**src/array_pkg.sv**
```systemverilog
`default_nettype none

package array_pkg;

  // Array geometry
  localparam int SA_N     = 2; // Output channels
  localparam int WR_PORTS = 4; // Write ports per channel
  localparam int COORD_W  = 6;

  typedef logic [COORD_W-1:0] coord_t;

  // Result buffer sizing
  localparam int BUF_DEPTH = 8;
  localparam int BUF_PTR_W = $clog2(BUF_DEPTH);

  typedef logic [BUF_PTR_W-1:0]            buf_ptr_t;
  typedef logic [$clog2(BUF_DEPTH+1)-1:0]  buf_cnt_t; // Holds 0..BUF_DEPTH

  // Layers
  localparam int NUM_LAYERS = 8;

  typedef logic [$clog2(NUM_LAYERS)-1:0] layer_t;

  localparam layer_t SPECIAL_LAYER_IDX = 3'd7;

  // Wishbone register map, word addresses
  // 2L is the multiplier of layer L, 2L+1 its shift
  localparam int WB_ADR_W = 5;
  localparam int WB_DAT_W = 32;

  localparam logic [WB_ADR_W-1:0] REG_LAYER = 5'd16; // Current layer index

endpackage

`default_nettype wire

```
**src/quant_pkg.sv**
```systemverilog
`default_nettype none

package quant_pkg;

  // Arithmetic types of the requantize path
  typedef logic signed [31:0] acc_t;   // Accumulator result from the array
  typedef logic signed [7:0]  qdata_t; // Requantized activation
  typedef logic signed [31:0] mult_t;  // Per-layer fixed point multiplier
  typedef logic        [5:0]  shift_t; // Rounding right shift amount

  // Full product of acc_t and mult_t
  typedef logic signed [63:0] prod_t;

  // Clamp bounds of the int8 output
  localparam int QMIN = -128;
  localparam int QMAX = 127;

  // Zero point applied on the special layer, all others use zero
  localparam int ZP_SPECIAL = -128;

endpackage

`default_nettype wire

```
**src/acc_if.sv**
```systemverilog
`timescale 1ns/10ps
`default_nettype none

// One buffered accumulator result per cycle, no stall path
interface acc_if;

  logic              valid; // Entry is consumed in the same cycle
  quant_pkg::acc_t   acc;
  array_pkg::coord_t row;
  array_pkg::coord_t col;

  modport src (
    output valid
    ,output acc
    ,output row
    ,output col
  );

  modport dst (
    input  valid
    ,input acc
    ,input row
    ,input col
  );

endinterface

`default_nettype wire

```
**src/output_buffer.sv**
```systemverilog
`timescale 1ns/10ps
`default_nettype none

module output_buffer (
  input  logic                clk
  ,input logic                rst_n

  // Parallel write ports of one channel
  ,input logic                in_valid [array_pkg::WR_PORTS]
  ,input quant_pkg::acc_t     in_acc   [array_pkg::WR_PORTS]
  ,input array_pkg::coord_t   in_row   [array_pkg::WR_PORTS]
  ,input array_pkg::coord_t   in_col   [array_pkg::WR_PORTS]

  // Head entry, popped whenever valid
  ,acc_if.src                 head
  ,output logic               empty
);

  // Entry storage
  quant_pkg::acc_t     mem_acc [array_pkg::BUF_DEPTH];
  array_pkg::coord_t   mem_row [array_pkg::BUF_DEPTH];
  array_pkg::coord_t   mem_col [array_pkg::BUF_DEPTH];

  array_pkg::buf_ptr_t rd_ptr;
  array_pkg::buf_ptr_t wr_ptr;
  array_pkg::buf_cnt_t count;

  array_pkg::buf_ptr_t wr_slot [array_pkg::WR_PORTS];
  logic                wr_en   [array_pkg::WR_PORTS];
  array_pkg::buf_cnt_t n_acc;   // Writes accepted this cycle
  logic                pop;

  assign pop = (count != '0);

  // Pack the valid ports in port order behind the tail
  // A slot freed by this cycle's pop is not reused until the next cycle
  always_comb begin
    n_acc = '0;
    for (int p = 0; p < array_pkg::WR_PORTS; p++) begin
      wr_slot[p] = wr_ptr + array_pkg::buf_ptr_t'(n_acc);
      wr_en[p]   = in_valid[p] && (int'(count) + int'(n_acc) < array_pkg::BUF_DEPTH);
      if (wr_en[p]) begin
        n_acc = n_acc + 1'b1;
      end
    end
  end

  always_ff @(posedge clk or negedge rst_n) begin
    if (!rst_n) begin
      rd_ptr <= '0;
      wr_ptr <= '0;
      count  <= '0;
    end else begin
      rd_ptr <= rd_ptr + array_pkg::buf_ptr_t'(pop);
      wr_ptr <= wr_ptr + array_pkg::buf_ptr_t'(n_acc);
      count  <= count + n_acc - array_pkg::buf_cnt_t'(pop);
    end
  end

  always_ff @(posedge clk) begin
    for (int p = 0; p < array_pkg::WR_PORTS; p++) begin
      if (wr_en[p]) begin
        mem_acc[wr_slot[p]] <= in_acc[p];
        mem_row[wr_slot[p]] <= in_row[p];
        mem_col[wr_slot[p]] <= in_col[p];
      end
    end
  end

  assign head.valid = pop;
  assign head.acc   = mem_acc[rd_ptr];
  assign head.row   = mem_row[rd_ptr];
  assign head.col   = mem_col[rd_ptr];
  assign empty      = !pop;

endmodule

`default_nettype wire

```
**src/flat_wrapper.sv**
```systemverilog
// flat-port wrapper written by rule: the top's interface ports become plain ports
module output_buffer_flat 
  (clk, rst_n, in_valid, in_acc, in_row, in_col, empty, head_valid, head_acc, head_row, head_col);
  acc_if head_i ();
  input  logic clk;
  input logic rst_n;
  input logic in_valid[array_pkg::WR_PORTS];
  input quant_pkg::acc_t in_acc[array_pkg::WR_PORTS];
  input array_pkg::coord_t in_row[array_pkg::WR_PORTS];
  input array_pkg::coord_t in_col[array_pkg::WR_PORTS];
  output logic empty;
  output wire logic [$bits(head_i.valid)-1:0] head_valid;
  output wire logic [$bits(head_i.acc)-1:0] head_acc;
  output wire logic [$bits(head_i.row)-1:0] head_row;
  output wire logic [$bits(head_i.col)-1:0] head_col;
  assign head_valid = head_i.valid;
  assign head_acc = head_i.acc;
  assign head_row = head_i.row;
  assign head_col = head_i.col;
  output_buffer u_core (.clk(clk), .rst_n(rst_n), .in_valid(in_valid), .in_acc(in_acc), .in_row(in_row), .in_col(in_col), .head(head_i), .empty(empty));
endmodule
```
**config.mk**
```make
export PLATFORM = sky130hd
export DESIGN_NAME = output_buffer_flat
export DESIGN_NICKNAME = d
export VERILOG_FILES = /design/src/array_pkg.sv /design/src/quant_pkg.sv /design/src/acc_if.sv /design/src/output_buffer.sv /design/src/flat_wrapper.sv
export SDC_FILE = /design/constraint.sdc
export NUM_CORES = 1
export LEC_CHECK = 0
export BUFFER_PORTS_ARGS = -buffer_cell sky130_fd_sc_hd__buf_2
export CAP_MARGIN = 10
export CORE_ASPECT_RATIO = 1.75
export CORE_MARGIN = 3
export CORE_UTILIZATION = 40
export CTS_BUF_LIST = sky130_fd_sc_hd__clkbuf_4 sky130_fd_sc_hd__clkbuf_8
export CTS_CLUSTER_DIAMETER = 30
export CTS_CLUSTER_SIZE = 25
export DETAILED_ROUTE_END_ITERATION = 8
export GPL_TIMING_DRIVEN = 0
export HOLD_SLACK_MARGIN = 0.06
export PLACE_DENSITY = 0.59
export SLEW_MARGIN = 0
export SYNTH_ARGS = -nofsm -noshare
export SYNTH_HDL_FRONTEND = slang
export SYNTH_SLANG_ARGS = --single-unit
```
**constraint.sdc**
```tcl
create_clock -name clk -period 6.69 [get_ports clk]
set_input_delay 1.0035 -clock clk [delete_from_list [all_inputs] [get_ports clk]]
set_output_delay 1.0035 -clock clk [all_outputs]
set_load 0.005 [all_outputs]
```
After elaboration in Yosys (flattened, before gate mapping):

Memory sizes are Yosys's and may differ from the RTL's.
Cells that the tools add are included.

* register bits: 10
* memory bits (writable): 352
* input port bits: 182
* output and inout port bits: 46
* logic and storage cells: 41
* memories: 3

Memory list
* u_core.mem_acc: words 8, bits a word 32, rd ports 1, clocked after memory_dff 0, write ports 4, line output_buffer.sv:20 `quant_pkg::acc_t mem_acc [array_pkg::BUF_DEPTH];`
* u_core.mem_col: words 8, bits a word 6, rd ports 1, clocked after memory_dff 0, write ports 4, line output_buffer.sv:22 `array_pkg::coord_t mem_col [array_pkg::BUF_DEPTH];`
* u_core.mem_row: words 8, bits a word 6, rd ports 1, clocked after memory_dff 0, write ports 4, line output_buffer.sv:21 `array_pkg::coord_t mem_row [array_pkg::BUF_DEPTH];`

* $add $sub $neg: 13
* $lt $le $gt $ge: 4
* muxes and demuxes: 12
* reduce and logical (&&, ||, !) cells: 6

Operators with widths (count)
* < comparator 32 x 5 -> 1 bit, second input constant: 3
* two-way mux 4 bit: 3
* adder 4 x 4 -> 5 bit: 2
* adder 3 bit: 3
* two-way mux 1 bit: 9
* adder 4 x 1 -> 4 bit, second input constant: 2
* adder 3 x 1 -> 3 bit: 2
* adder 4 x 1 -> 5 bit: 1
* adder 4 bit: 1
* logical AND 1 bit: 4
* < comparator 4 bit, second input constant: 1
* nonzero test 4 bit: 1
* subtractor 4 x 1 -> 4 bit: 1
* adder 1 x 1 -> 2 bit, second input constant: 1
* zero test 1 bit: 1

Longest topological paths before layout:

* depth after elaboration: 17
* mapped depth: 21
* gate-level depth less buffers: 20

Worst setup path after synthesis:

OpenSTA, ideal clock, no wires.

* kind: input port to flip-flop
* from: input in_valid[3] (netlist name)
* to: memory u_core.mem_acc[2][0] (netlist name) (enable)
* library setup time: 796 ps
* arrival: 6059 ps
* data required time: 5894 ps
* path slack: -165 ps
* stages on the path: 16
* path buffers: 1
* cells stage by stage: nand4_1 -> nand3b_1 -> inv_1 -> ha_1 -> and4b_1 -> o31ai_1 -> nand2_1 -> mux2i_1 -> inv_1 -> fa_1 -> xnor2_2 -> nor2_1 -> nor3_1 -> a41oi_4 -> buf_6 -> o2111ai_1

RTL lines
* start, declared: line flat_wrapper.sv:7 `input logic in_valid[array_pkg::WR_PORTS];`
* end, declared: line output_buffer.sv:20

==> run metrics <==
status complete, no violations; sequential fraction of the synthesis area 0.378; RSZ-0062 raised after global routing false; TritonRoute pass-1 iters 5; CP startpoint kind flop; Final min period 6.26 ns; Max Cap Violations 0; routability cong. 0.823; fill count 6,339; clock-pin slew of the registers on the worst-case setup and hold paths 0.07 ns; Worst path most repeated cell buf_16; Post-synth top cells mux2_2 (893), edfxtp_1 (352), mux2_4 (179), mux4_2 (88), buf_6 (63); Crit Path Max Fanout 15; CTS Buf Count 74; Worst Setup End Kind flop; endpoints failing setup 0; worst vdd ir 0.000367 V; async set-reset flop share out of synthesis 0.0276; Area Overhead vs Synth 15.8%; hold_ws 0.246 ns; clock sink total 362; worst min path class input port to async pin; synthesized area 28,600 um2; Post-synth EDFFs 352; Crit path required time 7.07 ns; overall power 17.6 mW; area share of the largest cell type after synthesis 0.369; share of layout cells above drive strength 1 0.754; first-pass GRT wire length 141,000 um; drt initial violations 1,197; post-route design area 33,200 um2; number of synthesized register bits 362; DRC viols 0; worst relative slew slack 0.222; total wire length 98,100 um; crit path cell chain clkbuf_1, nor2b_1, ha_1, and4b_1, o31ai_2, nand2_1, mux2i_1, inv_1, fa_1, xnor2_2, nand2_1, a21oi_1, a41oi_4, buf_6, o2111ai_4, buf_16, buf_16, buf_16; syn_nets 2,063; cts-stage hold buffer count 0; WP buf/inv 6; I/O Buffers 227; Critical Path Slowest Stage Cell fa_1; post-route clock skew 0.0510 ns; Root Driver clkbuf_8; Die Y 360 um; area of the core 70,900 um2; main area contributors after synthesis edfxtp_1 (37%), mux2_2 (35%), mux2_4 (9.4%); vias in the first global route 20,300; final antenna-violating net count 0; period utilization 0.936; CTS tree built; Die Wd 208 um; Fmax 160 MHz; fin nets 2,386; # rows 129; DP Area 31,400 um2; Clock Path Buffers 3; largest net degree at the start of global routing 35; Distinct cells, synth 62; I/O pins 228; Die Area 75,000 um2; Ys Warns 0; WP data arrival 6.64 ns; # H-tree levels 3; dominant cell type by area after synthesis edfxtp_1; most common cell in the synthesized netlist mux2_2; vias per inst 5.86; Overflow after GRT 0; wire per inst 30.9 um; final hold viol count 0; CP top delay family compound AO/OA/AOI/OAI gates; worst slew pin tran 1.17 ns; commonest register cell after synthesis edfxtp_1; initial antenna violation count 31; DP HPWL 66,400 um; worst-skew pair later-pin latency 0.67 ns; mean area per synthesized cell 15.4 um2; Initial Util 0.404; total track usage 0.255; PwrDens 530 nW/um2; Post-Synthesis Cells 1,859; LEAKAGE 12.5 nW; critical path class flop to flop; via count 18,600; CP peak stage delay 0.54 ns; Slew Viols, Final 0
-- power by group --
part | leakage (nW) | switching, mW | total (mW) | internal, mW
Combinational | 8.38 | 5.31 | 10.2 | 4.85
Sequential | 3.36 | 0.335 | 4.82 | 4.48
Clock | 0.809 | 1.13 | 2.60 | 1.48
-- through the flow --
step           setup TNS (ns)  cells  utilization  worst slack [ns]
6_report                    0   3173        0.468             0.431
4_1_cts                     0   3154        0.467             0.132
3_3_place_gp          -924.99   3003        0.437             -3.23
3_5_place_dp           -94.11   3019        0.444            -0.658
2_1_floorplan               0   1859            -             0.314
5_1_grt                     0   3163        0.468             0.206
-- path summary, 6_finish.rpt --
path	startpoint	to	slack, ns	cells after the start
setup / recovery	u_core.count[3]	u_core.mem_acc[6][14]	0.43	18
max in group asynchronous	rst_n	u_core.count[2]	6.18	1
min in group clk	u_core.rd_ptr[0]	u_core.rd_ptr[0]	0.50	1
hold / removal	rst_n	u_core.rd_ptr[2]	0.25	1
hold reg to reg	u_core.rd_ptr[0]	u_core.rd_ptr[0]	0.50	1
setup reg to reg	u_core.count[3]	u_core.mem_acc[6][14]	0.43	18
-- state kept, by name (all words and copies together), names as in the netlist --
signal and flops:
u_core.mem_acc 256, u_core.mem_col 48, u_core.mem_row 48, u_core.count 4, u_core.rd_ptr 3, u_core.wr_ptr 3
-- layout by cell type (no fill, tap or decap), types with 9 or more instances in the layout --
| cell type | count |
|---|---|
| dfrtp_1 | 10 |
| buf_16 | 9 |
| clkbuf_1 | 19 |
| buf_6 | 63 |
| inv_1 | 21 |
| mux2_1 | 28 |
| bufinv_16 | 9 |
| clkbuf_4 | 9 |
| ha_1 | 19 |
| nand2_1 | 10 |
| clkbuf_8 | 75 |
| mux2_2 | 893 |
| mux4_2 | 88 |
| a21oi_1 | 12 |
| diode_2 | 18 |
| clkinvlp_4 | 11 |
| edfxtp_1 | 352 |
| buf_2 | 266 |
| mux2_4 | 179 |
| clkinv_2 | 10 |
-- cell type report --
| type | instances | area, um2 | area share |
|---|---|---|---|
| multi-input cells | 1342 | 16800 | 0.508 |
| flip-flops and latches | 362 | 10800 | 0.326 |
| repair buffers | 247 | 1560 | 0.0471 |
| well taps | 917 | 1150 | 0.0346 |
| clock buffers | 84 | 1100 | 0.0332 |
| plain buffers | 133 | 1030 | 0.0311 |
| clock inverters | 48 | 528 | 0.0159 |
| inverters | 22 | 82.6 | 0.00249 |
| diodes | 18 | 45.0 | 0.00136 |
-- kinds of logic after synthesis --
logic type | after synthesis | synth area share
buf+inv | 155 | 0.0388
simple gates | 75 | 0.0218
mux | 1190 | 0.526
xor+xnor | 13 | 0.00633
flops | 362 | 0.378
compound gates | 42 | 0.0190
fa+ha+maj | 22 | 0.0104
-- routing by layer --
| layer | GRT usage | share of wire |
|---|---|---|
| met1 | 0.291 | 0.38 |
| met3 | 0.0511 | 0.056 |
| met4 | 0.106 | 0.042 |
| met2 | 0.463 | 0.52 |
| met5 | 0 | 0.0014 |
-- timing repair --
| action | CTS | global route |
|---|---|---|
| pin swaps | 1 | 0 |
| gates cloned | 0 | 0 |
| endpoints found under the setup margin | 195 | 111 |
| resized for setup | 0 | 3 |
| setup buffers | 3 | 0 |
No activity file was read; power rests on OpenSTA's default activity.
