## src/array_pkg.sv

```systemverilog
`default_nettype none

package array_pkg;

  // Array geometry
  localparam int SA_N     = 2; // Output channels
  localparam int WR_PORTS = 4; // Write ports per channel
  localparam int COORD_W  = 6;

  typedef logic [COORD_W-1:0] coord_t;

  // Result buffer sizing
  localparam int BUF_DEPTH = 8;
  localparam int BUF_PTR_W = $clog2(BUF_DEPTH);

  typedef logic [BUF_PTR_W-1:0]            buf_ptr_t;
  typedef logic [$clog2(BUF_DEPTH+1)-1:0]  buf_cnt_t; // Holds 0..BUF_DEPTH

  // Layers
  localparam int NUM_LAYERS = 8;

  typedef logic [$clog2(NUM_LAYERS)-1:0] layer_t;

  localparam layer_t SPECIAL_LAYER_IDX = 3'd7;

  // Wishbone register map, word addresses
  // 2L is the multiplier of layer L, 2L+1 its shift
  localparam int WB_ADR_W = 5;
  localparam int WB_DAT_W = 32;

  localparam logic [WB_ADR_W-1:0] REG_LAYER = 5'd16; // Current layer index

endpackage

`default_nettype wire

```

## src/quant_pkg.sv

```systemverilog
`default_nettype none

package quant_pkg;

  // Arithmetic types of the requantize path
  typedef logic signed [31:0] acc_t;   // Accumulator result from the array
  typedef logic signed [7:0]  qdata_t; // Requantized activation
  typedef logic signed [31:0] mult_t;  // Per-layer fixed point multiplier
  typedef logic        [5:0]  shift_t; // Rounding right shift amount

  // Full product of acc_t and mult_t
  typedef logic signed [63:0] prod_t;

  // Clamp bounds of the int8 output
  localparam int QMIN = -128;
  localparam int QMAX = 127;

  // Zero point applied on the special layer, all others use zero
  localparam int ZP_SPECIAL = -128;

endpackage

`default_nettype wire

```

## src/acc_if.sv

```systemverilog
`timescale 1ns/10ps
`default_nettype none

// One buffered accumulator result per cycle, no stall path
interface acc_if;

  logic              valid; // Entry is consumed in the same cycle
  quant_pkg::acc_t   acc;
  array_pkg::coord_t row;
  array_pkg::coord_t col;

  modport src (
    output valid
    ,output acc
    ,output row
    ,output col
  );

  modport dst (
    input  valid
    ,input acc
    ,input row
    ,input col
  );

endinterface

`default_nettype wire

```

## src/requant_unit.sv

```systemverilog
`timescale 1ns/10ps
`default_nettype none

module requant_unit (
  input  logic               clk
  ,input logic               rst_n

  ,acc_if.dst                entry

  // Scale of the current layer, sampled on accept
  ,input quant_pkg::mult_t   mult
  ,input quant_pkg::shift_t  shift
  ,input logic               special

  ,output logic              out_valid
  ,output array_pkg::coord_t out_row
  ,output array_pkg::coord_t out_col
  ,output quant_pkg::qdata_t out_data
  ,output logic              busy
);

  // Stage 1 holds the full product
  logic              s1_valid;
  quant_pkg::prod_t  s1_prod;
  quant_pkg::shift_t s1_shift;
  logic              s1_special;
  array_pkg::coord_t s1_row;
  array_pkg::coord_t s1_col;

  quant_pkg::prod_t  rnd;
  quant_pkg::prod_t  shifted;
  quant_pkg::prod_t  with_zp;
  quant_pkg::qdata_t clamped;

  always_ff @(posedge clk or negedge rst_n) begin
    if (!rst_n) begin
      s1_valid  <= 1'b0;
      out_valid <= 1'b0;
    end else begin
      s1_valid  <= entry.valid;
      out_valid <= s1_valid;
    end
  end

  always_ff @(posedge clk) begin
    if (entry.valid) begin
      s1_prod    <= quant_pkg::prod_t'(entry.acc) * quant_pkg::prod_t'(mult);
      s1_shift   <= shift;
      s1_special <= special;
      s1_row     <= entry.row;
      s1_col     <= entry.col;
    end
  end

  // Round half up, then arithmetic shift
  always_comb begin
    rnd = '0;
    if (s1_shift != '0) begin
      rnd = quant_pkg::prod_t'(1) <<< (s1_shift - 1'b1);
    end
    shifted = (s1_prod + rnd) >>> s1_shift;
    with_zp = shifted + (s1_special ? quant_pkg::prod_t'(quant_pkg::ZP_SPECIAL) : '0);
    if (with_zp > quant_pkg::prod_t'(quant_pkg::QMAX)) begin
      clamped = quant_pkg::qdata_t'(quant_pkg::QMAX);
    end else if (with_zp < quant_pkg::prod_t'(quant_pkg::QMIN)) begin
      clamped = quant_pkg::qdata_t'(quant_pkg::QMIN);
    end else begin
      clamped = quant_pkg::qdata_t'(with_zp);
    end
  end

  always_ff @(posedge clk) begin
    if (s1_valid) begin
      out_data <= clamped;
      out_row  <= s1_row;
      out_col  <= s1_col;
    end
  end

  assign busy = s1_valid || out_valid;

endmodule

`default_nettype wire

```

## src/flat_wrapper.sv

```systemverilog
// flat-port wrapper written by rule: the top's interface ports become plain ports
module requant_unit_flat 
  (clk, rst_n, mult, shift, special, out_valid, out_row, out_col, out_data, busy, entry_valid, entry_acc, entry_row, entry_col);
  acc_if entry_i ();
  input  logic clk;
  input logic rst_n;
  input quant_pkg::mult_t mult;
  input quant_pkg::shift_t shift;
  input logic special;
  output logic out_valid;
  output array_pkg::coord_t out_row;
  output array_pkg::coord_t out_col;
  output quant_pkg::qdata_t out_data;
  output logic busy;
  input wire logic [$bits(entry_i.valid)-1:0] entry_valid;
  input wire logic [$bits(entry_i.acc)-1:0] entry_acc;
  input wire logic [$bits(entry_i.row)-1:0] entry_row;
  input wire logic [$bits(entry_i.col)-1:0] entry_col;
  assign entry_i.valid = entry_valid;
  assign entry_i.acc = entry_acc;
  assign entry_i.row = entry_row;
  assign entry_i.col = entry_col;
  requant_unit u_core (.clk(clk), .rst_n(rst_n), .entry(entry_i), .mult(mult), .shift(shift), .special(special), .out_valid(out_valid), .out_row(out_row), .out_col(out_col), .out_data(out_data), .busy(busy));
endmodule
```

## config.mk

```make
export PLATFORM = sky130hd
export DESIGN_NAME = requant_unit_flat
export DESIGN_NICKNAME = d
export VERILOG_FILES = /design/src/array_pkg.sv /design/src/quant_pkg.sv /design/src/acc_if.sv /design/src/requant_unit.sv /design/src/flat_wrapper.sv
export SDC_FILE = /design/constraint.sdc
export NUM_CORES = 2
export LEC_CHECK = 0
export BUFFER_PORTS_ARGS = -buffer_cell sky130_fd_sc_hd__buf_2
export CORE_UTILIZATION = 45
export CTS_BUF_LIST = sky130_fd_sc_hd__clkbuf_8
export DETAILED_ROUTE_END_ITERATION = 8
export HOLD_SLACK_MARGIN = 0.02
export SLEW_MARGIN = 10
export SYNTH_ARGS = -nofsm -noshare
export SYNTH_HDL_FRONTEND = slang
export SYNTH_SLANG_ARGS = --single-unit
```

## constraint.sdc

```tcl
create_clock -name clk -period 10.7 [get_ports clk]
set_clock_uncertainty 0.2 [all_clocks]
set_input_delay 1.07 -clock clk [delete_from_list [all_inputs] [get_ports clk]]
set_output_delay 1.07 -clock clk [all_outputs]
set_load 0.03 [all_outputs]
```

**Word level (Yosys, flattened, before mapping)**

Cells that the tools add are included.

- Memories: 0
- Memory bits (read-only): 0
- Latch bits: 0
- Input bits: 86
- Bits in registers: 105
- RAM bits: 0

- Div/mod/pow operators: 0
- $add $sub $neg: 3
- Bitwise operators: 0
- Magnitude comparators: 2
- Shift operators: 2
- $mul: 1
- Equality and inequality tests: 0
- Reductions and logical operators: 2
- Mux-type cells: 3

Operators by type and width:

| operator | number |
|---|---|
| $add 64x64->64 | 2 |
| $mux 64 | 2 |
| $gt 64x8->1 const B | 1 |
| $lt 64x8->1 const B | 1 |
| $mul 32x32->64 | 1 |
| $sshl 2x6->64 const A | 1 |
| $sshr 64x6->64 | 1 |
| $mux 8 | 1 |
| $reduce_bool 6->1 | 1 |
| $sub 6x1->6 const B | 1 |
| $logic_or 1x1->1 | 1 |

**Depth between registers and ports, before layout**

- Depth after elaboration: 8
- Gate-level depth with buffers: 36
- Mapped depth without buffers: 32

**Worst setup path before layout**

Ideal clock, no wire load.

- Kind: input to register
- Start point: in mult[8]
- End point: reg u_core.s1_prod[62], data pin
- Path slack: 1.730 ns
- Data arrival time: 8.501 ns
- Data required time: 10.231 ns
- Path buffers: 2
- Cell stages on the path: 30
- Cell sequence: clkbuf_1 > nand2_1 > fa_1 > inv_1 > fa_1 > fa_1 > inv_1 > fa_1 > inv_1 > fa_1 > inv_1 > fa_1 > inv_1 > fa_1 > inv_1 > fa_1 > inv_1 > ha_1 > clkbuf_1 > nand4_1 > or2_0 > a2111oi_0 > o21ai_0 > a31oi_1 > o21ba_2 > o221ai_1 > o31ai_1 > nand3_1 > o31ai_1 > xor2_1

- Longest elaborated chain between the ends: 1

RTL lines:

| element | RTL line | source |
|---|---|---|
| start: declaration | flat_wrapper.sv:7 | `input quant_pkg::mult_t mult;` |
| $mul 32x32->64 | requant_unit.sv:47 | `s1_prod <= quant_pkg::prod_t'(entry.acc) * quant_pkg::prod_t'(mult);` |
| end signal: assignment | requant_unit.sv:47 |  |
| end: declaration | requant_unit.sv:24 | `quant_pkg::prod_t s1_prod;` |

Every way passes these cells.
A chain may end at the register's enable or synchronous reset.

**Worst setup path after layout**

- Start point: reg u_core.s1_shift[0]
- End point: reg u_core.out_data[2], data pin

- Longest elaborated chain between the ends: 8

RTL lines:

| element | RTL line | source |
|---|---|---|
| start: declaration | requant_unit.sv:25 | `quant_pkg::shift_t s1_shift;` |
| start signal: assignment | requant_unit.sv:48 | `s1_shift <= shift;` |
| $sub 6x1->6 | requant_unit.sv:59 | `rnd = quant_pkg::prod_t'(1) <<< (s1_shift - 1'b1);` |
| $sshl 2x6->64 | requant_unit.sv:59 |  |
| $mux 64 | requant_unit.sv:58 | `if (s1_shift != '0) begin` |
| $add 64x64->64 | requant_unit.sv:61 | `shifted = (s1_prod + rnd) >>> s1_shift;` |
| $sshr 64x6->64 (*) | requant_unit.sv:61 |  |
| $add 64x64->64 (*) | requant_unit.sv:62 | `with_zp = shifted + (s1_special ? quant_pkg::prod_t'(quant_pkg::ZP_SPECIAL) : '0);` |
| $lt 64x8->1 | requant_unit.sv:65 | `end else if (with_zp < quant_pkg::prod_t'(quant_pkg::QMIN)) begin` |
| $mux 8 | requant_unit.sv:65 |  |
| end signal: assignment | requant_unit.sv:74 | `out_data <= clamped;` |
| end: declaration | requant_unit.sv:18 | `,output quant_pkg::qdata_t out_data` |

Every way passes the cells marked *; elsewhere a longest branch is shown, timed or not.

==> run_results.csv <==
group,metric,value,unit
flow_run,max_cap_viol_count,0,
drt,vias,46840,
timing,hold_violations,0,
yosys,ys.flop_type,"edfxtp_1",
grt,grt_util_all_layers,0.3008,
clocking,clockRootBuffer,"clkbuf_8",
yosys,synth-seq-area-share,0.05835,
yosys,synthArstFlopShare,0.01905,
clocking,path_clk_slew,130,ps
outcome,status,"finished clean",
setup_path,crit_path_frequent_cell,"buf_4",
yosys,synth.top_cell.area_share,0.4029,
setup_path,crit_fanout,10,
floorplan,initial_core_util,0.4549,
finish,stdcell_area,59190,um^2
floorplan,num_rows,126,
setup_path,cp.required,10840,ps
finish,area_growth,9.884,%
yosys,yosys-top-cells-count,"inv_1, fa_1, nand2_1, clkbuf_1, ha_1",
finish,nets,8116,
timing,worst_pin_slew,1135,ps
setup_path,crit_type,"reg2reg",
grt,gr-total-overflow,0,
clocking,clock-sinks,105,
clocking,cts_tree,"yes",
grt,grt_pass1_wl,282800,um
setup_path,cpMaxStageDelayCell,"o31ai_1",
yosys,synth_cell_types,109,
yosys,synth_enable_flop_cells,103,
clocking,cts_buffers,9,
clocking,cts_max_path_buffers,2,
yosys,synth.avg_cell_area,8.449,um^2
yosys,synth-seq-cells,105,
placement,place_hpwl,150000,um
placement,dp.cells,8230,
yosys,synthesis.area,53860,um^2
drt,totalWireLength,178000,um
placement,gp_congestion,0.9653,
drt,first_pass_iters,8,
timing,timing.setup.tns,0,ps
yosys,syn-num-nets,7848,
drt,wl_per_cell,21.56,um
timing,finalSetupViolCount,0,
setup_path,crit_arrival,10430,ps
timing,min_period,10290,ps
floorplan,dieHeight,348.0,um
timing,slew_viol_final,0,
hold_path,min_path_type,"in2async",
finish,instances_no_fill,8254,
timing,max_slew_margin,0.2371,
finish,n_fill_cell,11540,
floorplan,die_area,121100,um^2
yosys,synth_cells,6375,
clocking,htreeDepth,3,
timing,hold_slack,146.0,ps
floorplan,io_pins,108,
yosys,yosys_warnings,0,
setup_path,cpPeakStageDelay,620,ps
yosys,synth_area_leaders,"fa_1, inv_1, ha_1",
floorplan,core,118400,um^2
setup_path,worst-r2r-setup-slack,410,ps
drt,first_iter_violations,4030,
timing,rsz0062_at_grt,"false",
grt,grt_max_degree,59,
placement,port-buffer-count,107,
timing,fmax,97.19,MHz
finish,drive_above_1_share,0.1157,
yosys,synth_top_area_cell,"fa_1",
yosys,synth_most_common_cell,"inv_1",
setup_path,cp-end-kind,"flip-flop",
timing,finalCritPeriodShare,0.9616,
drt,ant_nets,0,
placement,placed_cell_area,58920,um^2
floorplan,die_x,348.0,um
setup_path,start_kind,"flip-flop",
grt,antenna_found_initial,7,
clocking,hold_buffers,0,
clocking,insertion_delay,480,ps
grt,first_global_vias,49210,
drt,post_drt_via_cell_ratio,5.675,
drt,drc,0,
[sequential cells by signal, summed over array words and instances (netlist names)]
signal / count
u_core.s1_prod: 64
u_core.out_data: 8
u_core.out_col: 6
u_core.out_row: 6
u_core.s1_col: 6
u_core.s1_row: 6
u_core.s1_shift: 6
u_core.out_valid: 1
u_core.s1_special: 1
u_core.s1_valid: 1
[per-stage QoR]
stage / utilization / setup WS [ps]
6_report: 0.4999 / 410.9
5_1_grt: 0.4999 / 3.945
4_1_cts: 0.4995 / 367.2
3_5_place_dp: 0.4976 / 509.3
3_3_place_gp: 0.4976 / 477.4
2_1_floorplan: - / 1730
[cells by family (layout without fill, tap and decap cells)]
kind of cell / count (synthesis) / count (layout) / synth area share
and+or+nand+nor: 2037 / 2037 / 0.1764
buffers and inverters: 1533 / 1806 / 0.1082
adders and majority gates: 1387 / 1387 / 0.4733
AOI/OAI and AO/OA: 1031 / 1031 / 0.1285
xor gates and xnor gates: 155 / 155 / 0.02534
muxes: 127 / 127 / 0.02990
DFF: 105 / 105 / 0.05835
other: 0 / 6 / 0
[critical path, delay by kind of cell, from the launching register on]
kind	cells	cell delay, ps
AO/OA/AOI/OAI	13	4050
XOR/XNOR	2	440
adder cells (fa/ha/maj)	2	740
buffers and inverters	6	1050
flip-flops	1	610
multiplexers	2	890
AND/OR/NAND/NOR	10	2130
[routing by layer]
metal  track usage  part of all wire  vias up  wire [um]
met2        0.5052              0.48     1866      84770
met3       0.03688             0.069      328      12270
met4       0.09089             0.033        0       5934
met5             0                 0        -          0
li1              -                 -    21010          -
met1        0.4058              0.42    23640      74990
[path summary, 6_finish.rpt]
kind / from / end / cells after the start
min reg2reg: u_core.s1_col[4]$_DFFE_PP_ / u_core.out_col[4]$_DFFE_PP_ / 0
min in group clk: u_core.s1_col[4]$_DFFE_PP_ / u_core.out_col[4]$_DFFE_PP_ / 0
min: rst_n / u_core.s1_valid$_DFF_PN0_ / 1
max in group asynchronous: rst_n / u_core.out_valid$_DFF_PN0_ / 1
max reg2reg: u_core.s1_shift[0]$_DFFE_PP_ / u_core.out_data[2]$_SDFFCE_PN1P_ / 35
max: u_core.s1_shift[0]$_DFFE_PP_ / u_core.out_data[2]$_SDFFCE_PN1P_ / 35
[placed cells by master, fill, tap and decap left out, types with 32 or more instances in the layout]
| master | instances |
|---|---|
| inv_1 | 1148 |
| fa_1 | 1084 |
| nand2_1 | 976 |
| buf_4 | 528 |
| ha_1 | 303 |
| and2_1 | 286 |
| a21oi_1 | 285 |
| nor2_1 | 272 |
| o21ai_0 | 195 |
| nor3_1 | 117 |
| xnor2_1 | 107 |
| buf_2 | 106 |
| edfxtp_1 | 103 |
| nand4_1 | 90 |
| a21o_1 | 85 |
| nand3_1 | 84 |
| mux2i_1 | 74 |
| a211oi_1 | 54 |
| o211ai_1 | 52 |
| xor2_1 | 47 |
| nand2b_1 | 45 |
| o21a_1 | 32 |
| nor4_1 | 32 |
[area by class of cell]
class | count | area, um^2 | area share
Multi-Input combinational cell | 4737 | 44910 | 0.7588
Inverter | 1152 | 4324 | 0.07306
Antenna cell | 6 | 15.01 | 0.0002537
Sequential cell | 105 | 3143 | 0.05310
Tap cell | 1600 | 2002 | 0.03382
Clock inverter | 7 | 91.34 | 0.001543
Clock buffer | 9 | 123.9 | 0.002093
Timing Repair Buffer | 638 | 4574 | 0.07729
[repair_timing]
| item | 4_1_cts | 5_1_grt |
|---|---|---|
| endpoints found under the setup margin | 0 | 7 |
| setup buffers | 0 | 2 |
| gates resized for setup | 0 | 6 |
Power is not shown: default switching activity piles up to over one toggle a cycle in this logic, so the estimate is an artifact.
