[src/array_pkg.sv]
`default_nettype none

package array_pkg;

  // Array geometry
  localparam int SA_N     = 2; // Output channels
  localparam int WR_PORTS = 4; // Write ports per channel
  localparam int COORD_W  = 6;

  typedef logic [COORD_W-1:0] coord_t;

  // Result buffer sizing
  localparam int BUF_DEPTH = 8;
  localparam int BUF_PTR_W = $clog2(BUF_DEPTH);

  typedef logic [BUF_PTR_W-1:0]            buf_ptr_t;
  typedef logic [$clog2(BUF_DEPTH+1)-1:0]  buf_cnt_t; // Holds 0..BUF_DEPTH

  // Layers
  localparam int NUM_LAYERS = 8;

  typedef logic [$clog2(NUM_LAYERS)-1:0] layer_t;

  localparam layer_t SPECIAL_LAYER_IDX = 3'd7;

  // Wishbone register map, word addresses
  // 2L is the multiplier of layer L, 2L+1 its shift
  localparam int WB_ADR_W = 5;
  localparam int WB_DAT_W = 32;

  localparam logic [WB_ADR_W-1:0] REG_LAYER = 5'd16; // Current layer index

endpackage

`default_nettype wire

[src/quant_pkg.sv]
`default_nettype none

package quant_pkg;

  // Arithmetic types of the requantize path
  typedef logic signed [31:0] acc_t;   // Accumulator result from the array
  typedef logic signed [7:0]  qdata_t; // Requantized activation
  typedef logic signed [31:0] mult_t;  // Per-layer fixed point multiplier
  typedef logic        [5:0]  shift_t; // Rounding right shift amount

  // Full product of acc_t and mult_t
  typedef logic signed [63:0] prod_t;

  // Clamp bounds of the int8 output
  localparam int QMIN = -128;
  localparam int QMAX = 127;

  // Zero point applied on the special layer, all others use zero
  localparam int ZP_SPECIAL = -128;

endpackage

`default_nettype wire

[src/scale_table.sv]
`timescale 1ns/10ps
`default_nettype none

module scale_table (
  input  logic                              clk
  ,input logic                              rst_n

  // Wishbone classic slave
  ,input  logic                             wb_cyc
  ,input  logic                             wb_stb
  ,input  logic                             wb_we
  ,input  logic [array_pkg::WB_ADR_W-1:0]   wb_adr
  ,input  logic [array_pkg::WB_DAT_W-1:0]   wb_dat_w
  ,output logic [array_pkg::WB_DAT_W-1:0]   wb_dat_r
  ,output logic                             wb_ack

  // Scale of the current layer
  ,output quant_pkg::mult_t                 mult
  ,output quant_pkg::shift_t                shift
  ,output logic                             special
);

  quant_pkg::mult_t  mult_tab  [array_pkg::NUM_LAYERS];
  quant_pkg::shift_t shift_tab [array_pkg::NUM_LAYERS];
  array_pkg::layer_t layer_q;

  array_pkg::layer_t              tab_idx;
  logic                           req;
  logic                           hit_tab;
  logic                           hit_layer;
  logic [array_pkg::WB_DAT_W-1:0] rd_data;

  // New access only when ack is low, so every cycle gets exactly one ack
  assign req       = wb_cyc && wb_stb && !wb_ack;
  assign hit_tab   = int'(wb_adr) < 2 * array_pkg::NUM_LAYERS;
  assign hit_layer = (wb_adr == array_pkg::REG_LAYER);
  assign tab_idx   = array_pkg::layer_t'(wb_adr >> 1); // Layer L sits at 2L and 2L+1

  always_comb begin
    rd_data = '0; // Unmapped reads return zero
    if (hit_tab && wb_adr[0]) begin
      rd_data = {{(array_pkg::WB_DAT_W - $bits(quant_pkg::shift_t)){1'b0}},
                 shift_tab[tab_idx]};
    end else if (hit_tab) begin
      rd_data = mult_tab[tab_idx];
    end else if (hit_layer) begin
      rd_data = {{(array_pkg::WB_DAT_W - $bits(array_pkg::layer_t)){1'b0}}, layer_q};
    end
  end

  always_ff @(posedge clk or negedge rst_n) begin
    if (!rst_n) begin
      wb_ack  <= 1'b0;
      layer_q <= '0;
      for (int i = 0; i < array_pkg::NUM_LAYERS; i++) begin
        mult_tab[i]  <= '0;
        shift_tab[i] <= '0;
      end
    end else begin
      wb_ack <= req;
      if (req && wb_we) begin
        if (hit_tab && wb_adr[0]) begin
          shift_tab[tab_idx] <= quant_pkg::shift_t'(wb_dat_w); // Low 6 bits only
        end else if (hit_tab) begin
          mult_tab[tab_idx] <= quant_pkg::mult_t'(wb_dat_w);
        end else if (hit_layer) begin
          layer_q <= array_pkg::layer_t'(wb_dat_w);
        end
      end
    end
  end

  // Read data is held with the ack
  always_ff @(posedge clk) begin
    if (req) begin
      wb_dat_r <= rd_data;
    end
  end

  assign mult    = mult_tab[layer_q];
  assign shift   = shift_tab[layer_q];
  assign special = (layer_q == array_pkg::SPECIAL_LAYER_IDX);

endmodule

`default_nettype wire

[config.mk]
export PLATFORM = sky130hd
export DESIGN_NAME = scale_table
export DESIGN_NICKNAME = d
export VERILOG_FILES = /design/src/array_pkg.sv /design/src/quant_pkg.sv /design/src/scale_table.sv
export SDC_FILE = /design/constraint.sdc
export NUM_CORES = 1
export LEC_CHECK = 0
export BUFFER_PORTS_ARGS = -buffer_cell sky130_fd_sc_hd__buf_2
export CAP_MARGIN = 10
export CORE_MARGIN = 4
export CORE_UTILIZATION = 25
export DETAILED_ROUTE_END_ITERATION = 6
export GPL_TIMING_DRIVEN = 1
export SLEW_MARGIN = 5
export SYNTH_ARGS = -nofsm -noshare
export SYNTH_HDL_FRONTEND = slang
export SYNTH_SLANG_ARGS = --single-unit
[constraint.sdc]
create_clock -name clk -period 8.3 [get_ports clk]
set_input_delay 0 -clock clk [delete_from_list [all_inputs] [get_ports clk]]
set_output_delay 0 -clock clk [all_outputs]
set_load 0.02 [all_outputs]
Yosys cells after proc, flatten, opt, wreduce, memory -nomap -nowiden

Index checks and enable logic that the tools add are counted.

Shift-type cells: 0
Div/mod/pow operators: 0
$add $sub $neg: 0
Reductions and logical operators: 9
$lt $le $gt $ge: 4
Eq/ne operators: 2
Bitwise operators: 4
Multipliers: 0
Mux-type cells: 21

Operator list:

| operator                                                  | count |
|---|---|
| bitwise mux 256 bit                                       | 1 |
| binary-select mux 32 bit (select 3 bit)                   | 2 |
| 2-to-1 mux 32 bit                                         | 6 |
| demux 32 bit (select 3 bit)                               | 1 |
| bitwise mux 48 bit                                        | 1 |
| binary-select mux 6 bit (select 3 bit)                    | 2 |
| 2-to-1 mux 6 bit                                          | 6 |
| demux 6 bit (select 3 bit)                                | 1 |
| greater-or-equal comparator 4 bit (second input constant) | 2 |
| NOT 3 -> 4 bit                                            | 2 |
| equality test 5 bit (second input constant)               | 1 |
| logical AND 1 bit                                         | 5 |
| < comparator 5 bit (second input constant)                | 1 |
| < comparator 4 x 1 -> 1 bit (second input constant)       | 1 |
| AND reduction 4 bit                                       | 1 |
| equality test 3 bit (second input constant)               | 1 |
| 2-to-1 mux 3 bit                                          | 1 |
| AND reduction 3 bit                                       | 1 |
| NOT 1 bit                                                 | 2 |
| AND reduction 2 bit                                       | 1 |
| zero test 1 bit                                           | 1 |

Bits in read-only memories: 0
Memories kept: 0
RAM bits: 0
Input bits: 42
Flip-flop bits (word level): 340
Bits in latches: 0

Logic depth before layout (Yosys ltp)

Gate-level depths: netlist (run 1).

Word-level depth: 6
Depth in mapped cells: 7

Least setup slack after synthesis (run 1)

OpenSTA, ideal clock, no wires.

Path kind: register to register
Start point: register wb_ack
End point: register mult_tab[245] in the netlist's numbering
Setup slack: 5.568 ns
Setup time: 0.125 ns
Data required time: 8.175 ns
Arrival: 2.607 ns
Path buffers: 2
Stages on the path, launching flop included: 7
Cell sequence: dfrtp_1 -> and3b_1 -> nand4bb_1 -> buf_4 -> nor4_4 -> buf_6 -> mux2_2

Longest elaborated chain between the ends: 4

Ends and longest elaborated chain:

| what                            | RTL line          | source |
|---|---|---|
| from (decl)                     | scale_table.sv:15 | `,output logic wb_ack` |
| from (signal assigned)          | scale_table.sv:60 | `wb_ack <= req;` |
| zero test 1 bit                 | scale_table.sv:34 | `assign req = wb_cyc && wb_stb && !wb_ack;` |
| logical AND 1 bit               | scale_table.sv:34 |  |
| via req                         | scale_table.sv:28 | `logic req;` |
| logical AND 1 bit               | scale_table.sv:61 | `if (req && wb_we) begin` |
| AND reduction 3 bit (no line)   | n/a               |  |
| to (signal, indexed assignment) | scale_table.sv:65 | `mult_tab[tab_idx] <= quant_pkg::mult_t'(wb_dat_w);` |
| to (decl)                       | scale_table.sv:23 | `quant_pkg::mult_t mult_tab [array_pkg::NUM_LAYERS];` |

The timed path passes the listed nets, and every way through them passes these cells.
A chain may end at the register's enable or synchronous reset.

Worst setup path in the final report (run 1)

Start point: register layer_q[0]
End point: output mult[26]

Longest elaborated chain between the ends: 4

Ends and longest elaborated chain:

| what                                                  | RTL line          | source |
|---|---|---|
| from (decl)                                           | scale_table.sv:25 | `array_pkg::layer_t layer_q;` |
| from (signal assigned)                                | scale_table.sv:67 | `layer_q <= array_pkg::layer_t'(wb_dat_w);` |
| NOT 3 -> 4 bit (implied by the code)                  | scale_table.sv:80 | `assign mult = mult_tab[layer_q];` |
| binary-select mux 32 bit (select 3 bit)               | scale_table.sv:80 |  |
| 2-to-1 mux 32 bit (implied by the code) (2 in series) | scale_table.sv:80 |  |
| to (decl)                                             | scale_table.sv:18 | `,output quant_pkg::mult_t mult` |

No other way between the ends. The select of a mux whose other input is x is not followed.

==> results of run 1 <==
worst max-delay path by stage:
stage / from / end / slack [ps] / depth (start not counted)
6_report: layer_q[0] / mult[26] / 4830 / 4
5_1_grt: layer_q[0] / mult[26] / 4560 / 4
4_1_cts: layer_q[0] / mult[5] / 4680 / 4
3_5_place_dp: wb_ack / mult_tab[55] / 5070 / 5
3_3_place_gp: wb_ack / mult_tab[59] / 5140 / 5
2_1_floorplan: wb_ack / mult_tab[245] / 5570 / 6
registers in the layout (all words and copies together), names as in the netlist:
register,cells
mult_tab,256
layer_q,3
wb_ack,1
shift_tab,48
wb_dat_r,32
area by class of cell:
class / count / share of cell area
sequential: 340 / 0.436
multi-input combinational: 675 / 0.388
clock buffer: 64 / 0.0610
timing repair buffer: 173 / 0.0559
tap: 864 / 0.0544
clock inverter: 6 / 0.00239
inverter: 6 / 0.00113
antenna: 6 / 0.000755
routing by layer:
layer | share of wire | global-route usage | vias up
li1 | - | - | 4643
met1 | 0.42 | 0.189 | 5890
met2 | 0.48 | 0.237 | 403
met3 | 0.064 | 0.0294 | 109
met4 | 0.031 | 0.0554 | 2
met5 | 0.00013 | 0 | -
through the flow:
step                hold WS, ps  cells   util  setup slack [ps]
detailed placement          132   2024  0.275              5070
global route               33.3   2129  0.300              4560
global placement            128   2024  0.275              5140
CTS                        6.46   2128  0.299              4680
finish                     30.9   2134  0.300              4830
floorplan                  -296   1117      -              5570
Yosys cell counts, types with 3 or more instances:
cell type and instances:
nand3b_1 3, clkbuf_1 29, nor3b_1 4, buf_4 14, dfrtp_1 308, a41oi_1 26, edfxtp_1 32, o21ai_0 3
buf_1 3, and3b_1 4, a31oi_1 3, nand2_1 21, mux2_1 17, inv_1 6, mux4_2 86, a21oi_1 7
buf_6 6, buf_2 44, mux2_2 334, nand2b_1 4, mux2i_1 14, nor2_2 6, a22oi_1 113
cells in the final DEF (no fill, tap or decap), types with 2 or more instances in the layout:
cell type        n
and3b_1          3
buf_2          112
nor2_4           6
and3_1           2
nand3b_1         3
clkbuf_16       41
clkinv_2         2
nor3_4           2
a41oi_1         26
mux2_1          17
nand3_1          2
dfrtp_1        305
a22oi_1        113
inv_1            6
a221oi_1         2
clkbuf_8        10
buf_4           26
diode_2          6
clkbuf_1        13
a21oi_1          7
nor3b_1          2
dfrtp_4          2
nand2b_1         4
nor3b_2          2
a22o_1           2
mux2_2         334
inv_4            2
a31oi_1          3
o21ai_0          3
mux2i_1         14
edfxtp_1        32
nor2_1           2
dlygate4sd3_1   34
nand2_1         21
mux4_2          86
o31a_1           2
report_power, final:
group	total [mW]	internal [mW]	leakage [nW]	switching, mW
sequential	1.89	1.80	4.51	0.0990
combinational	0.469	0.223	3.43	0.246
clock	1.69	0.999	0.621	0.695
logic make-up after synthesis:
| logic type | Yosys count | synth area share |
|---|---|---|
| AOI/OAI and AO/OA | 166 | 0.0749 |
| muxes | 451 | 0.357 |
| and+or+nand+nor | 58 | 0.0222 |
| buffers and inverters | 102 | 0.0317 |
| DFF | 340 | 0.514 |
timing repair:
item,CTS,global route
buffers inserted,0,0
hold buffers,34,0
endpoints found under the hold margin,396,0
gates resized for setup,0,0
==> run summary, run 1 <==
Pwr Total: 4.06 mW
WL final: 52.1 mm
Worst Path Buf+Inv: 2
Crit-path cells: buf_4 > mux4_2 > mux2_2 > buf_2
Peak supply drop: 0.000120 V
Cells after Synth: 1117
P_leak: 8.56 nW
Syn Area/Cell: 15.1 sq um
Final Wtd Congestion: 0.804
Arr. time, crit path: 3470 ps
Crit start category: register
Die ar.: 71700 sq um
I/O pins: 114
Total of max-cap violations: 0
Core area: 66300 sq um
R2r setup slk: 5050 ps
Critical setup path kind: register to output port
Yosys top cell area share: 0.457
DR pass1 iterations: 5
Detailed Place HPWL: 31.4 mm
RSZ-0062 raised after global routing: no
Layout area overhead: 17.8%
Number of fill cells: 6673
CTS buffer count: 39
Tcrit/Tclk final: 0.418
Sum Neg Setup Slack: 0 ps
CP delay by family, top: buffers and inverters
Gr ovfl total: 0
Clock sink total: 340
Final Skew: 10.7 ps
Max-slew headroom: 0.332
Chip Width: 268 microns
Biggest area consumer among synthesized cells: dfrtp_1
Clock Latency Late Sink: 550 ps
Min-Delay Path Depth: 2
Global-route wire length before repair: 78.3 mm
Seq cells post-synth: 340
Max clock buf depth: 3
Largest net degree at the start of global routing: 110
Synthesized area: 16900 sq um
Placed cell areas: 18300 sq um
Reg2reg path depth: 5
Hold Path Origin: wb_dat_w[2]
Routed len/inst: 24.4 microns
Final ANT Viol Nets: 0
Crit-path slowest cell: dfrtp_4
Number of remaining DRC errors: 0
CTS tree: done
Final-stage net count: 1277
Number of synthesized flops with an enable pin: 32
Slowest stage delay, CP: 900 ps
Multi-input gate area: 7710 sq um
CP endpoint kind: output port
Via count: 11000
Setup violations, final: 0
CP max FO: 46
Final Cell Area: 19900 sq um
Cell Rows: 94
Slew @ Worst Pin: 1000 ps
Area contributors post-synth: dfrtp_1 (46%), mux2_2 (22%), mux4_2 (11%), edfxtp_1 (5.7%), a22oi_1 (5.0%)
Max-slew violation count: 0
Vias per Instance: 5.18
Initial antenna violation count: 6
Maximum clock rate: 288 MHz
Detailed Route Iter0 Violations: 796
Yosys warnings: 0
# port buffers: 113
Number of global-route vias before repair: 11700
Register area share after synthesis: 0.514
Worst min path class: primary input to register
Syn nets: 1159
Clock root buffer: clkbuf_16
Post-synth top flop: dfrtp_1
Min Tclk post-route: 3470 ps
GRT Util Overall: 0.144
Register area: 8680 sq um
Die height: 268 microns
Layout cells sized above 1: 0.501
WP data required: 8300 ps
Reg clk slew, reported paths: 60 ps
FF-to-FF End: mult_tab[7]
Final Hold Viols: 0
Status: finished clean
H-tree Lvls: 2
Synth async-reset ratio: 0.906
Initial Util: 0.254
Netlist cell types: 46
Cell Pwr Density: 204 nW/um^2
Hold EP: mult_tab[66]
Reg2reg start: wb_ack
Power figures use the tool's default switching activity.
==> run 2, diff against run 1 <==
ABC_AREA = 1   (was unset)
clock period = 3.5 ns   (was 8.3 ns; I/O delays follow)
==> run summary, run 2 <==
Fin util: 0.293 (-0.00644)
Final Wtd Congestion: 0.788 (-2.0%)
Final Skew: 20.3 ps (+9.57 ps)
Most frequent cell after synthesis: nand2_1
RSZ-0062 raised after global routing: no
Biggest area consumer among synthesized cells: dfrtp_1
I/O pins: 114 (unchanged)
Status: finished clean
Hold buffers post-CTS: 31 (-8.8%)
Max reg flops: 256 (unchanged)
Maximum clock rate: 407 MHz
Cells after Synth: 2381 (+110%)
WL final: 56.4 mm (+8.3%)
CTS buffer count: 36 (-7.7%)
Switching share of power: 0.290 (+0.0337)
Final Cell Area: 20600 sq um (+3.5%)
Hold EP: shift_tab[2]
Yosys top cell area share: 0.436 (-0.0213)
P_int: 7.09 mW (+140%)
Reg2reg path depth: 5 (unchanged)
Largest family of logic cells by synthesized area: compound AO/OA/AOI/OAI gates
CTS tree: done
Worst min path class: primary input to register
Gr ovfl total: 0 (unchanged)
Clock root buffer: clkbuf_16
Largest net degree at the start of global routing: 124 (+13%)
Number of synthesized flops with an enable pin: 32 (unchanged)
Initial Util: 0.252 (-0.00208)
Sequential share of power: 0.444 (-0.023)
Compound-Gate Fraction of Synth Area: 0.232 (+0.157)
CP endpoint kind: output port
Setup violations, final: 0 (unchanged)
Layout area overhead: 16.3%
Final Hold Viols: 0 (unchanged)
Syn nets: 2423 (+110%)
Peak supply drop: 0.000261 V (+120%)
Crit-path cells: inv_6 > buf_12 > o21ai_0 > nand3_1 > o21a_1 > buf_2
Detailed Route Iter0 Violations: 1334 (+68%)
Max clock buf depth: 3 (unchanged)
Commonest non-fill, non-tap cell in the layout: nand2_1
Synthesized-area fraction occupied by adder cells: 0 (unchanged)
Setup bufs post-CTS: 0 (unchanged)
Comb power frac: 0.150 (+0.034)
DR pass1 iterations: 5 (unchanged)
Synth async-reset ratio: 0.906 (unchanged)
Vias per Instance: 4.64 (-10%)
Chip Width: 274 microns (+2.3%)
Post-route non-filler standard cell count: 3390 (+59%)
Die height: 274 microns (+2.3%)
Initial antenna violation count: 1 (-5)
P_leak: 9.04 nW (+5.5%)
Number of remaining DRC errors: 0 (unchanged)
Die ar.: 75100 sq um (+4.7%)
Commonest non-fill, non-tap cells in the layout: nand2_1 (744), o21ai_0 (497), dfrtp_1 (306)
Final-stage net count: 2464 (+93%)
Area contributors post-synth: dfrtp_1 (44%), nand2_1 (16%), o21ai_0 (14%), edfxtp_1 (5.4%), a21oi_1 (4.8%)
Worst Path Buf+Inv: 3 (+1)
FF-to-FF End: mult_tab[156]
Slowest stage delay, CP: 420 ps (-480 ps)
Synthesized area: 17700 sq um (+4.9%)
Yosys warnings: 0 (unchanged)
# port buffers: 113 (unchanged)
Hold Path Origin: wb_dat_w[2]
WP data required: 3500 ps (-4800 ps)
Tcrit/Tclk final: 0.701
GRT Util Overall: 0.148 (+0.00370)
Diodes inserted: 0 (-6)
Global-route wire length before repair: 87.9 mm (+12%)
Routed len/inst: 16.6 microns (-32%)
Total of max-cap violations: 0 (unchanged)
Critical setup path kind: register to output port
Arr. time, crit path: 2450 ps (-1020 ps)
Slew @ Worst Pin: 916 ps (-85.9 ps)
Max-slew violation count: 0 (unchanged)
H-tree Lvls: 2 (unchanged)
Synth Area in XOR/XNOR: 0 (unchanged)
Psw: 2.90 mW (+180%)
Crit start category: register
Core area: 70100 sq um (+5.8%)
Post-CTS Resized: 0 (unchanged)
Clock Latency Late Sink: 540 ps (about the same)
WP depth: 6 (+2)
Netlist cell types: 22 (-52%)
Layout cells sized above 1: 0.0935 (-0.407)
Max-slew headroom: 0.389 (+0.0564)
Cell Pwr Density: 486 nW/um^2 (+140%)
Top flop regs: mult_tab x256, shift_tab x48, wb_dat_r x32
Reg clk slew, reported paths: 70 ps (about the same)
R2r setup slk: 1400 ps (-3650 ps)
Mux contribution to synthesized area: 0 (-0.357)
Min-Delay Path Depth: 3 (+1)
Crit-path slowest cell: dfrtp_1
Synth Area in Simple Gates: 0.197 (+0.174)
Number of global-route vias before repair: 14700 (+25%)
Synth cell count leaders: nand2_1 (744), o21ai_0 (497), dfrtp_1 (308), inv_1 (194), a21oi_1 (168)
Post-synth top flop: dfrtp_1
Seq cells post-synth: 340 (unchanged)
Syn Area/Cell: 7.43 sq um (-51%)
Final ANT Viol Nets: 0 (unchanged)
Via count: 15700 (+42%)
Detailed Place HPWL: 34.2 mm (+9.0%)
Register bank with the most flops: mult_tab
Reg2reg start: wb_ack
Clock sink total: 340 (unchanged)
CP delay by family, top: buffers and inverters
Clk pwr share: 0.405 (-0.013)
Min Tclk post-route: 2450 ps
Cell Rows: 97 (+3.2%)
Placed cell areas: 19000 sq um (+4.2%)
Sum Neg Setup Slack: 0 ps (unchanged)
CP max FO: 123 (+170%)
Register area share after synthesis: 0.490 (-0.0239)
Number of placed instances, taps included: 3293 (+63%)
-- run 2: changes by cell type after synthesis, sizes merged, moves of 56 or more --
cell,delta
mux4,-86
clkbuf,+66
mux2,-351
inv,+196
nand2,+732
a22oi,-113
nor2,+56
a21oi,+161
o21ai,+592
-- run 2: how the worst max path moves through the flow --
stage | end | from | slack (ps)
after CTS | mult[29] | layer_q[0] | 1010
final | mult[18] | layer_q[0] | 1050
after global routing | mult[29] | layer_q[0] | 840
after global placement | mult_tab[221] | wb_adr[2] | 1020
after floorplan | mult_tab[173] | wb_ack | 740
after detailed placement | mult_tab[217] | wb_adr[2] | 990
-- run 2: area by class of cell --
cell class | instances | area [sq um]
Clock inverter | 18 | 188
Tap cell | 940 | 1180
Inverter | 202 | 764
Sequential cell | 340 | 8680
Fill cell | 7670 | 49600
Timing Repair Buffer | 168 | 1130
Multi-Input combinational cell | 1674 | 7580
Clock buffer | 48 | 1050
-- run 2: routing by layer --
metal  global-route usage  share of wire  vias to the layer above
li1                     -              -                     7839
met1                0.206           0.46                     7370
met2                0.242           0.46                      435
met3               0.0196          0.052                       73
met4               0.0398          0.023                        0
met5                    0              0                        -
-- run 2: cell families after synthesis --
| kind of cell | after synthesis |
|---|---|
| AND/OR/NAND/NOR | 873 |
| AO/OA/AOI/OAI | 801 |
| buffers and inverters | 367 |
| flip-flops | 340 |
-- run 2: power groups by stage --
stage	sequential [mW]	clock (mW)	combinational (mW)
finish	4.44	4.05	1.50
global route	4.47	4.28	1.71
CTS	4.44	4.15	1.53
detailed placement	4.51	0	1.49
global placement	4.51	0	1.47
floorplan	4.47	0	0.955
-- run 2: metrics by stage --
step           power, mW  hold WS (ps)  worst slack (ps)
3_3_place_gp        5.98          61.7              1020
3_5_place_dp        6.00          65.3               989
6_report            9.99          11.4              1050
2_1_floorplan       5.42          -296               745
5_1_grt             10.5          49.9               837
4_1_cts             10.1          8.08              1010
-- run 2: tightest hold or removal path, cell delays in order --
cell and delay (ps):
buf_2 80, inv_1 230, o21ai_1 210
